<file path="src/verilog/mem_sys_pkg.sv">
package mem_sys_pkg;

  // --------------------------------------------------------------------------
  // sizes of the tile memory system
  // --------------------------------------------------------------------------
  localparam int num_ports_lp   = 2;    // port 0 is instruction, port 1 is data.
  localparam int num_banks_lp   = 4;
  localparam int bank_words_lp  = 256;
  localparam int haddr_width_lp = 32;
  localparam int hdata_width_lp = 32;

  typedef logic [haddr_width_lp-1:0]         haddr_t;
  typedef logic [hdata_width_lp-1:0]         hdata_t;
  typedef logic [(hdata_width_lp>>3)-1:0]    hmask_t;
  typedef logic [1:0]                        htrans_t;
  typedef logic [2:0]                        hsize_t;
  typedef logic [$clog2(num_banks_lp)-1:0]   bank_id_t;
  typedef logic [$clog2(bank_words_lp)-1:0]  bank_addr_t;
  typedef logic [$clog2(num_ports_lp)-1:0]   port_id_t;

  // only the transfer and size codes that the core ever issues.
  localparam htrans_t htrans_idle_lp   = 2'b00;
  localparam htrans_t htrans_nonseq_lp = 2'b10;
  localparam hsize_t  hsize_byte_lp    = 3'b000;
  localparam hsize_t  hsize_half_lp    = 3'b001;
  localparam hsize_t  hsize_word_lp    = 3'b010;

  // --------------------------------------------------------------------------
  // bundles passed between the blocks
  // --------------------------------------------------------------------------
  typedef struct packed {
    haddr_t  haddr;
    logic    hwrite;
    hsize_t  hsize;
    htrans_t htrans;
    hdata_t  hwdata;
  } hasti_req_s;

  typedef struct packed {
    hdata_t hrdata;
    logic   hready;
  } hasti_rsp_s;

  typedef struct packed {
    logic   w;
    haddr_t addr;    // byte address, always word aligned.
    hdata_t data;
    hmask_t mask;
  } mem_req_s;

  typedef struct packed {
    logic       w;
    bank_addr_t bank_addr;
    hdata_t     data;
    hmask_t     mask;
    port_id_t   port;
  } bank_req_s;

  typedef struct packed {
    hdata_t   data;
    port_id_t port;
  } bank_rsp_s;

  typedef enum logic [1:0] {idle, wait_yumi, wait_rsp} conv_state_e;

endpackage
</file>
<file path="src/verilog/bank_response_mux.sv">
`timescale 1ns/1ns

module bank_response_mux
  ( input  [mem_sys_pkg::num_banks_lp-1:0]                          rsp_v_i
   ,input  mem_sys_pkg::bank_rsp_s [mem_sys_pkg::num_banks_lp-1:0]  rsp_i

   ,output logic [mem_sys_pkg::num_ports_lp-1:0]                    m_v_o
   ,output mem_sys_pkg::hdata_t [mem_sys_pkg::num_ports_lp-1:0]     m_data_o
  );
  import mem_sys_pkg::*;

  // --------------------------------------------------------------------------
  // one outstanding transfer per port, so at most one bank carries each tag.
  // --------------------------------------------------------------------------
  always_comb
  begin
    m_v_o    = '0;
    m_data_o = '0;
    for (int p = 0; p < num_ports_lp; p++)
    begin
      for (int b = 0; b < num_banks_lp; b++)
      begin
        if (rsp_v_i[b] && rsp_i[b].port == port_id_t'(p))
        begin
          m_v_o[p]    = 1'b1;
          m_data_o[p] = rsp_i[b].data;
        end
      end
    end
  end

endmodule

</file>
<file path="config.mk">
export PLATFORM = sky130hd
export DESIGN_NAME = bank_response_mux
export DESIGN_NICKNAME = d
export VERILOG_FILES = /design/src/verilog/mem_sys_pkg.sv /design/src/verilog/bank_response_mux.sv
export SDC_FILE = /design/constraint.sdc
export NUM_CORES = 1
export LEC_CHECK = 0
export ABC_CLOCK_PERIOD_IN_PS = 2950
export BUFFER_PORTS_ARGS = -buffer_cell sky130_fd_sc_hd__buf_2
export CORE_MARGIN = 1.5
export CORE_UTILIZATION = 24
export DETAILED_ROUTE_END_ITERATION = 12
export GPL_ROUTABILITY_DRIVEN = 0
export PLACE_DENSITY = 0.6
export SETUP_SLACK_MARGIN = 0.4
export SLEW_MARGIN = 40
export SYNTH_ARGS = -nofsm -noshare
export SYNTH_HDL_FRONTEND = slang
export SYNTH_SLANG_ARGS = --single-unit
</file>
<file path="constraint.sdc">
create_clock -name vclk -period 2.95
set_clock_uncertainty 0.15 [all_clocks]
set_input_delay 0.7375 -clock vclk [all_inputs]
set_output_delay 0.7375 -clock vclk [all_outputs]
set_load 0.01 [all_outputs]
</file>
# Yosys cells after proc, flatten, opt, wreduce, memory -nomap -nowiden
# Cells that the tools add are included.
dict set report classes {
  mux 16
  bitwise 4
  reduce_logical 8
}
# op n
set ops {}
lappend ops {{32-bit 2-to-1 mux} 8}
lappend ops {{1-bit logical AND} 8}
lappend ops {{1-bit 2-to-1 mux} 8}
lappend ops {{1-bit NOT} 4}
dict set report word_totals {
  ff_bits 0
  in_bits 136
  output_inout_bits 66
  elab_cells 28
}

# Logic depth before layout (Yosys ltp)
# Gate-level depths: netlist of the first run.
dict set report logic_depth {
  depth_word 6
  mapped_depth 6
  ltp_nobuf 3
}

# Worst setup path before layout of the first run
# No wires, ideal clock.
dict set report synth_path {
  path_type {input to output}
  startpoint {input port rsp_v_i[0] in the netlist's numbering}
  endpoint {output port m_data_o[30] in the netlist's numbering}
  arrival_ns 1.675
  required_ns 2.062
  path_slack_ns 0.387
  cell_stages 5
  path_cell_list {buf_4 buf_2 and3b_1 mux2i_1 a222oi_1}
}
# item line_no
set synth_lines {}
lappend synth_lines {{start: declaration} bank_response_mux.sv:4} ;# ( input [mem_sys_pkg::num_banks_lp-1:0] rsp_v_i
lappend synth_lines {{end: declaration} bank_response_mux.sv:8} ;# ,output mem_sys_pkg::hdata_t [mem_sys_pkg::num_ports_lp-1:0] m_data_o

==> out/metrics.csv, run 1 <==
stage;metric;value;unit
status;status;completed;
layout;# diodes;0;
sta;Final Hold Fails;0;
pwr;sequential share of power;0;%
logic_synthesis;Ys Warns;0;
critical_path;worst endpoint required time;2.06;ns
sta;Final setup violation count;0;
placed_design;Placed Area;3680;sq um
die;Die H;105;microns
logic_synthesis;net count after synthesis;492;
pwr;Power Internal;0.469;mW
grt;total gr overflow;0;
pwr;Gate power share;100.0;%
critical_path;WP data arrival;1.95;ns
sta;fin worst setup slack;0.112;ns
route;vias;4227;
critical_path;critical path peak fanout;8;
die;core area;10200;sq um
sta;part of the cycle the worst path needs;96.2;%
die;Die W;105;microns
pwr;Leak;2.37;nW
sta;normalized max-slew margin;74.1;%
pwr;Max IR drop VDD;79.7;uV
route;drt pass-1 iters;7;
layout;layout cells sized above 1;59.5;%
die;total die area;11100;sq um
layout;fin nets;708;
logic_synthesis;Mapped Area;2510;sq um
pwr;Switch Pwr;0.443;mW
route;antenna-violating nets left;0;
critical_path;Setup Crit Path Kind;in -> out;
logic_synthesis;Netlist cell types;31;
pwr;switch share;48.6;%
logic_synthesis;post-synthesis instance total;356;
grt;Tot GR Track Use;25.2;%
sta;final slew viol count;0;
grt;initial antenna violation count;0;
placed_design;placed wire-length estimate;8.63;mm
job;max cap viols;0;
route;DRC;0;
logic_synthesis;Seq/Total Area, Yosys;0;%
critical_path;endpoint class of the critical path;primary output;
placed_design;port bufs;202;
route;initial DRC count;371;
grt;number of global-route vias before repair;4220;
die;Initial Utilization;24.5;%
die;Rows;37;
layout;FF+latch count;0;
logic_synthesis;syn avg cell area;7.04;sq um
sta;RSZ-0062 raised after global routing;yes;
sta;f_max;0.352;GHz
sta;min Tclk post-route;2.84;ns
grt;largest net degree at the start of global routing;40;
clocking;hold_buf cts;0;
layout;register area;0;sq um
placed_design;DP Worst Slack;-0.0470;ns
layout;P&R area growth vs syn;108;%
pwr;clock share of power;0;%
min_path;Hold Crit Class;in -> out;
route;number of vias per cell;5.99;
layout;Layout clock buffers;0;
die;Top-Level Pins;202;
layout;Final Cell Area;5220;sq um
critical_path;CP Launch Type;input pin;
grt;first-pass GRT wire length;22.3;mm
sta;Worst Tran Pin Value;0.387;ns
pwr;PwrDens;175;nW/um^2
route;total wire length;15.7;mm
route;DR WL/cell;22.2;microns
[layout make-up]
type	count	area, sq um
fill	965	5020
inverter	33	124
multi-input combinational	269	2700
tap	136	170
timing repair buffer	268	2220
[final timing paths]
| kind | from | to | slack (ns) | cells past startpoint |
|---|---|---|---|---|
| worst max-delay path | rsp_i[33] | m_data_o[16] | 0.11 | 7 |
| worst min-delay path | rsp_i[114] | m_data_o[46] | 1.64 | 4 |
[critical path: stages]
cell and delay (ns):
buf_8 0.11, nand2b_4 0.17, buf_12 0.14, buf_16 0.14, a2111oi_1 0.35, a221o_1 0.17
buf_2 0.12
[power groups by stage]
| stage | logic [mW] | registers, mW | clock network (mW) |
|---|---|---|---|
| after global placement | 0.620 | 0 | 0 |
| after global routing | 0.963 | 0 | 0 |
| after CTS | 0.822 | 0 | 0 |
| after floorplan | 0.350 | 0 | 0 |
| after detailed placement | 0.632 | 0 | 0 |
| final | 0.912 | 0 | 0 |
[metrics by stage]
stage / TNS [ns] / instances / util [%] / hold slack (ns) / total power, mW
after CTS: 0 / 697 / 46.3 / 1.64 / 0.822
final: 0 / 706 / 51.0 / 1.64 / 0.912
after global placement: -0.0550 / 665 / 36.0 / 1.63 / 0.620
after detailed placement: -0.643 / 665 / 36.0 / 1.64 / 0.632
after global routing: 0 / 706 / 51.0 / 1.66 / 0.963
after floorplan: 0 / 356 / - / 1.45 / 0.350
[logic make-up (layout without fill, tap and decap cells)]
| group | after synthesis | in the layout | synth area share, % |
|---|---|---|---|
| and+or+nand+nor | 139 | 140 | 35.1 |
| AOI/OAI and AO/OA | 128 | 128 | 47.2 |
| buffers and inverters | 88 | 301 | 17.4 |
| muxes | 1 | 1 | 0.399 |
[layout by cell type, fill, tap and decap left out, types with 4 or more instances in the layout]
cell type and instances:
nand2_1 31, clkbuf_16 5, buf_6 17, nand3b_1 31, o221ai_1 26, and3_1 30, buf_8 7, o221ai_2 5
buf_16 5, nor3b_4 7, inv_1 33, nor2b_4 4, a221o_1 31, buf_4 17, a31oi_1 27, bufbuf_16 8
buf_12 15, a2111oi_4 19, a2111oi_2 10, nor3b_1 11, buf_2 194, nor3b_2 13
[synth_stat cells, drive strengths merged]
cell     instances  area share (%)
inv             33             4.9
nand2           33             4.9
and3            32             8.0
a2111oi         31              15
a221o           31              12
a31oi           31             7.7
nand3b          31             9.3
nor3b           31             9.3
o221ai          31              11
buf             30             8.4
clkbuf          25             4.0
nor2b            3             1.3
and2             2            0.50
nand2b           2            0.50
nand3            2            0.40
a222oi           1            0.40
a22o             1            0.35
a311o            1            0.40
and3b            1            0.35
mux2i            1            0.40
nor2             1            0.15
o221a            1            0.45
or3b             1            0.35
[per-layer routing]
layer | vias up | share of wire (%) | global-route usage [%] | routed length, microns
li1 | 1895 | - | - | -
met1 | 2036 | 41 | 31.9 | 6450
met2 | 271 | 49 | 44.9 | 7630
met3 | 25 | 8.0 | 2.78 | 1260
met4 | 0 | 2.0 | 7.05 | 309
met5 | - | 0 | 0 | 0
[timing repair]
item | 4_1_cts | 5_1_grt
cloned | 15 | 5
buffers inserted | 17 | 4
resized for setup | 94 | 58
setup endpoints to repair | 65 | 65
pin swaps | 7 | 16
Note: power is estimated with default switching activity, not from simulation.
==> inputs of run 2 (changes only) <==
ABC_CLOCK_PERIOD_IN_PS = 2900   (was 2950)
GPL_TIMING_DRIVEN = 0   (was default)
clock period = 2.9 ns   (was 2.95 ns; I/O delays follow)
==> run 2 against run 1 <==
Effect of this change: power up 7.6%; wire length shrank 4.7%; sequential cell count unchanged.
==> out/metrics.csv, run 2 (synthesis gave the netlist of run 1 again) <==
stage;metric;value;unit
critical_path;critical path peak fanout;7;
route;antenna-violating nets left;0;
status;status;completed;
grt;Tot GR Track Use;24.2;%
layout;# diodes;0;
die;total die area;11100;sq um
critical_path;WP data arrival;1.91;ns
grt;number of global-route vias before repair;4158;
pwr;Leak;2.45;nW
placed_design;placed cell count;693;
sta;part of the cycle the worst path needs;96.0;%
route;initial DRC count;299;
layout;Final Cell Area;5660;sq um
critical_path;endpoint class of the critical path;primary output;
layout;P&R area growth vs syn;126;%
die;Initial Utilization;24.5;%
layout;Cell Count, Final, Fillers Out;721;
sta;min Tclk post-route;2.78;ns
route;number of vias per cell;5.71;
layout;layout cells sized above 1;65.0;%
grt;largest net degree at the start of global routing;11;
sta;RSZ-0062 raised after global routing;yes;
die;core area;10200;sq um
die;Rows;37;
min_path;hold path endpoint;m_data_o[37];
grt;first-pass GRT wire length;21.8;mm
placed_design;port bufs;201;
layout;Layout clock buffers;0;
grt;initial antenna violation count;0;
die;Top-Level Pins;202;
min_path;worst hold path startpoint;rsp_i[105];
route;DR WL/cell;20.7;microns
critical_path;worst endpoint required time;2.03;ns
min_path;hold depth;4;
pwr;Pwr Total;0.981;mW
sta;Final setup violation count;0;
grt;total gr overflow;0;
route;drt pass-1 iters;6;
sta;final slew viol count;0;
placed_design;placed wire-length estimate;9.65;mm
sta;Final Hold Fails;0;
critical_path;CP Launch Type;input pin;
job;max cap viols;0;
placed_design;Placed Area;3790;sq um
sta;WHS;1.61;ns
pwr;Max IR drop VDD;75.6;uV
critical_path;Setup Crit Path Kind;in -> out;
sta;normalized max-slew margin;79.4;%
route;DRC;0;
layout;most common cell after layout, fill and taps aside;buf_2;
pwr;PwrDens;173;nW/um^2
sta;Worst Tran Pin Value;0.308;ns
layout;FF+latch count;0;
layout;most frequent cells in the layout;buf_2, inv_1, nand2_1, nand3b_1, a221o_1;
layout;register area;0;sq um
route;vias;4116;
sta;total negative slack;0;ns
critical_path;CP startpoint;rsp_v_i[1];
die;Die H;105;microns
route;total wire length;14.9;mm
sta;f_max;0.359;GHz
die;Die W;105;microns
min_path;Hold Crit Class;in -> out;
layout;fin nets;723;
==> run 2: cell count changes in the layout (fill, tap and decap cells not counted), moves of 7 or more <==
cell,before,now
buf_8,7,17
nor3b_4,7,21
nor3b_1,11,1
clkbuf_8,0,9
a31oi_4,2,12
a2111oi_4,19,26
a31oi_1,27,18
bufbuf_16,8,0
==> run 2: routing by layer <==
metal,up-vias,global-route usage (%),share of wire [%]
met5,-,0,0
met4,0,5.58,1.3
met3,17,2.29,6.7
met2,196,43.5,50
met1,1987,31.0,42
li1,1916,-,-
==> run 2: final cells by class <==
type / instances / area [sq um]
Buffer: 55 / 761
Fill cell: 944 / 4580
Inverter: 33 / 124
Multi-Input combinational cell: 268 / 3070
Tap cell: 136 / 170
Timing Repair Buffer: 229 / 1530
==> run 2: what timing repair did <==
action	4_1_cts	5_1_grt
cloned	13	5
pin swaps	44	34
gates resized for setup	195	104
setup buffers	8	2
hold buffers	0	0
endpoints found under the setup margin	66	66
==> run 2: power breakdown <==
| part | leakage [nW] | switching, mW | internal (mW) | total [mW] |
|---|---|---|---|---|
| Sequential | 0 | 0 | 0 | 0 |
| Clock | 0 | 0 | 0 | 0 |
| Combinational | 2.45 | 0.477 | 0.504 | 0.981 |
| Total | 2.45 | 0.477 | 0.504 | 0.981 |
==> run 2: metrics by stage <==
stage,utilization (%),worst slack (ns)
after floorplan,-,0.390
after global placement,37.0,-0.104
after detailed placement,37.0,-0.104
after CTS,49.0,0.137
after global routing,55.3,0.0763
final,55.3,0.117
==> run 2: worst max-delay path, stage by stage <==
cell and delay (ns):
buf_8 0.11, buf_8 0.14, buf_6 0.13, nor3b_2 0.15
a2111oi_2 0.34, a221o_1 0.17, buf_2 0.14
==> run 2: how the worst max path moves through the flow <==
stage	cells past startpoint	slack, ns	endpoint
floorplan	4	0.39	m_data_o[30]
global placement	6	-0.10	m_data_o[2]
detailed placement	6	-0.10	m_data_o[54]
CTS	6	0.14	m_data_o[19]
global route	6	0.08	m_data_o[19]
finish	7	0.12	m_data_o[7]
==> inputs of run 3 (changes only) <==
ABC_AREA = 1   (was default)
PLACE_DENSITY = 0.57   (was 0.6)
==> run 3 against run 2 <==
Effect of this change: combinational power is 6.1% lower; first-iteration DRC count fell by 13%; largest cell class unchanged; sequential cell count unchanged; power shrank 6.2%.
==> out/metrics.csv, run 3 <==
stage;metric;value;unit
critical_path;endpoint class of the critical path;primary output;
layout;layout cells sized above 1;46.4;%
sta;Worst Tran Pin Value;0.181;ns
layout;register area;0;sq um
logic_synthesis;Ys Warns;0;
layout;FF+latch count;0;
logic_synthesis;Compound-Gate Fraction of Synth Area;27.4;%
die;Rows;41;
sta;RSZ-0062 raised after global routing;yes;
logic_synthesis;Post-Synth Simple-Gate Area;46.9;%
job;max cap viols;0;
die;total die area;13500;sq um
grt;total gr overflow;0;
layout;Layout clock buffers;0;
clocking;hold_buf cts;0;
die;Initial Utilization;24.5;%
status;status;completed;
logic_synthesis;Netlist cell types;16;
grt;largest net degree at the start of global routing;11;
route;wire length on met2;7.41;mm
logic_synthesis;Commonest cells post-synth;nand2_1, nand3_1, inv_1, nor2_1;
die;Top-Level Pins;202;
sta;fin worst setup slack;0.381;ns
logic_synthesis;top cells by area, synth;nand3_1, nand2_1, inv_1;
sta;normalized max-slew margin;87.8;%
sta;total negative slack;0;ns
sta;f_max;0.397;GHz
logic_synthesis;mux contribution to synthesized area;0;%
route;vias;4779;
route;DRC;0;
die;Die H;116;microns
route;total wire length;14.9;mm
placed_design;port bufs;200;
critical_path;WP data arrival;1.64;ns
logic_synthesis;Synth top area share;21.6;%
layout;most common cell after layout, fill and taps aside;buf_2;
layout;Cell Count, Final, Fillers Out;1039;
placed_design;placed cell count;1015;
logic_synthesis;syn avg cell area;4.77;sq um
min_path;worst hold path startpoint;rsp_i[110];
layout;Util after Layout;42.9;%
pwr;PwrDens;172;nW/um^2
layout;most frequent cells in the layout;buf_2, inv_1, nand2_1, nand3_1, nor2_1;
critical_path;worst endpoint required time;2.03;ns
die;Die W;116;microns
route;number of vias per cell;4.60;
route;DR WL/cell;14.3;microns
grt;first-pass GRT wire length;21.2;mm
layout;Final Cell Area;5370;sq um
layout;Layout fillers;1443;
min_path;hold depth;4;
logic_synthesis;most frequent cell after synthesis;nand2_1;
placed_design;Placed Area;4280;sq um
logic_synthesis;adder-cell share of the synthesized area;0;%
sta;min Tclk post-route;2.52;ns
route;uppermost layer routed;met4;
layout;# diodes;0;
die;core area;12500;sq um
logic_synthesis;Mapped Area;3060;sq um
route;met3 wire length;840;microns
pwr;Max IR drop VDD;60.1;uV
sta;final slew viol count;0;
logic_synthesis;largest family of logic cells by synthesized area;simple AND/OR/NAND/NOR gates;
sta;Final setup violation count;0;
layout;Multi-input gate area;2640;sq um
logic_synthesis;area leader, netlist;nand3_1;
logic_synthesis;post-synthesis instance total;643;
pwr;Leak;3.02;nW
placed_design;placed wire-length estimate;10.6;mm
layout;P&R area growth vs syn;75.1;%
min_path;Hold Crit Class;in -> out;
placed_design;DP Worst Slack;-0.00646;ns
route;drt pass-1 iters;4;
sta;part of the cycle the worst path needs;86.8;%
min_path;hold path endpoint;m_data_o[10];
logic_synthesis;Seq/Total Area, Yosys;0;%
critical_path;Setup Crit Path Kind;in -> out;
logic_synthesis;Synth Area in XOR/XNOR;0;%
critical_path;CP Launch Type;input pin;
route;M1 wire length;6.56;mm
layout;fin nets;1005;
route;initial DRC count;260;
grt;number of global-route vias before repair;4181;
grt;initial antenna violation count;0;
grt;Tot GR Track Use;19.6;%
logic_synthesis;net count after synthesis;779;
route;antenna-violating nets left;0;
sta;Final Hold Fails;0;
critical_path;critical path peak fanout;5;
-- run 3: power breakdown --
part           switching, mW  leakage (nW)  internal, mW
Sequential                 0             0             0
Clock                      0             0             0
Combinational          0.501          3.02         0.419
Total                  0.501          3.02         0.419
-- run 3: cells by family (layout without fill, tap and decap cells) --
group	count (synthesis)	in the layout
AO/OA/AOI/OAI	126	126
buffers and inverters	184	405
AND/OR/NAND/NOR	333	336
-- run 3: worst max path at each step --
| stage | slack, ns | from | end |
|---|---|---|---|
| 4_1_cts | 0.38 | rsp_i[33] | m_data_o[40] |
| 5_1_grt | 0.32 | rsp_i[66] | m_data_o[11] |
| 2_1_floorplan | 0.53 | rsp_i[0] | m_data_o[0] |
| 3_3_place_gp | -0.01 | rsp_v_i[3] | m_data_o[43] |
| 6_report | 0.38 | rsp_v_i[1] | m_data_o[30] |
| 3_5_place_dp | -0.006 | rsp_v_i[3] | m_data_o[43] |
-- run 3: final cells by class --
type | instances | area share [%]
timing repair buffer | 221 | 25.7
buffer | 50 | 11.0
multi-input combinational | 462 | 49.2
inverter | 134 | 10.1
tap | 172 | 4.01
-- run 3: worst max-delay path, cell delays in order --
cell and delay [ns]:
buf_12 0.10, clkinv_4 0.05, nor2_4 0.16, buf_12 0.15
buf_8 0.14, nand2_4 0.06, nand3_4 0.06, nand3_2 0.08
buf_6 0.12
-- run 3: what timing repair did --
| item | 4_1_cts | 5_1_grt |
|---|---|---|
| cloned | 6 | 8 |
| resized for setup | 106 | 119 |
| buffers inserted | 5 | 5 |
| endpoints found under the setup margin | 64 | 64 |
| hold endpoints to repair | 0 | 0 |
| pin swaps | 7 | 25 |
-- run 3: metrics by stage --
| stage | hold WS (ns) | total power, mW |
|---|---|---|
| 2_1_floorplan | 1.45 | 0.446 |
| 3_3_place_gp | 1.64 | 0.741 |
| 3_5_place_dp | 1.64 | 0.743 |
| 4_1_cts | 1.64 | 0.818 |
| 5_1_grt | 1.65 | 1.01 |
| 6_report | 1.64 | 0.921 |
-- run 3: layer usage --
metal | vias up | track usage, %
met5 | - | 0
met4 | 0 | 1.22
met3 | 8 | 1.73
met2 | 158 | 35.9
met1 | 2145 | 26.0
li1 | 2468 | -
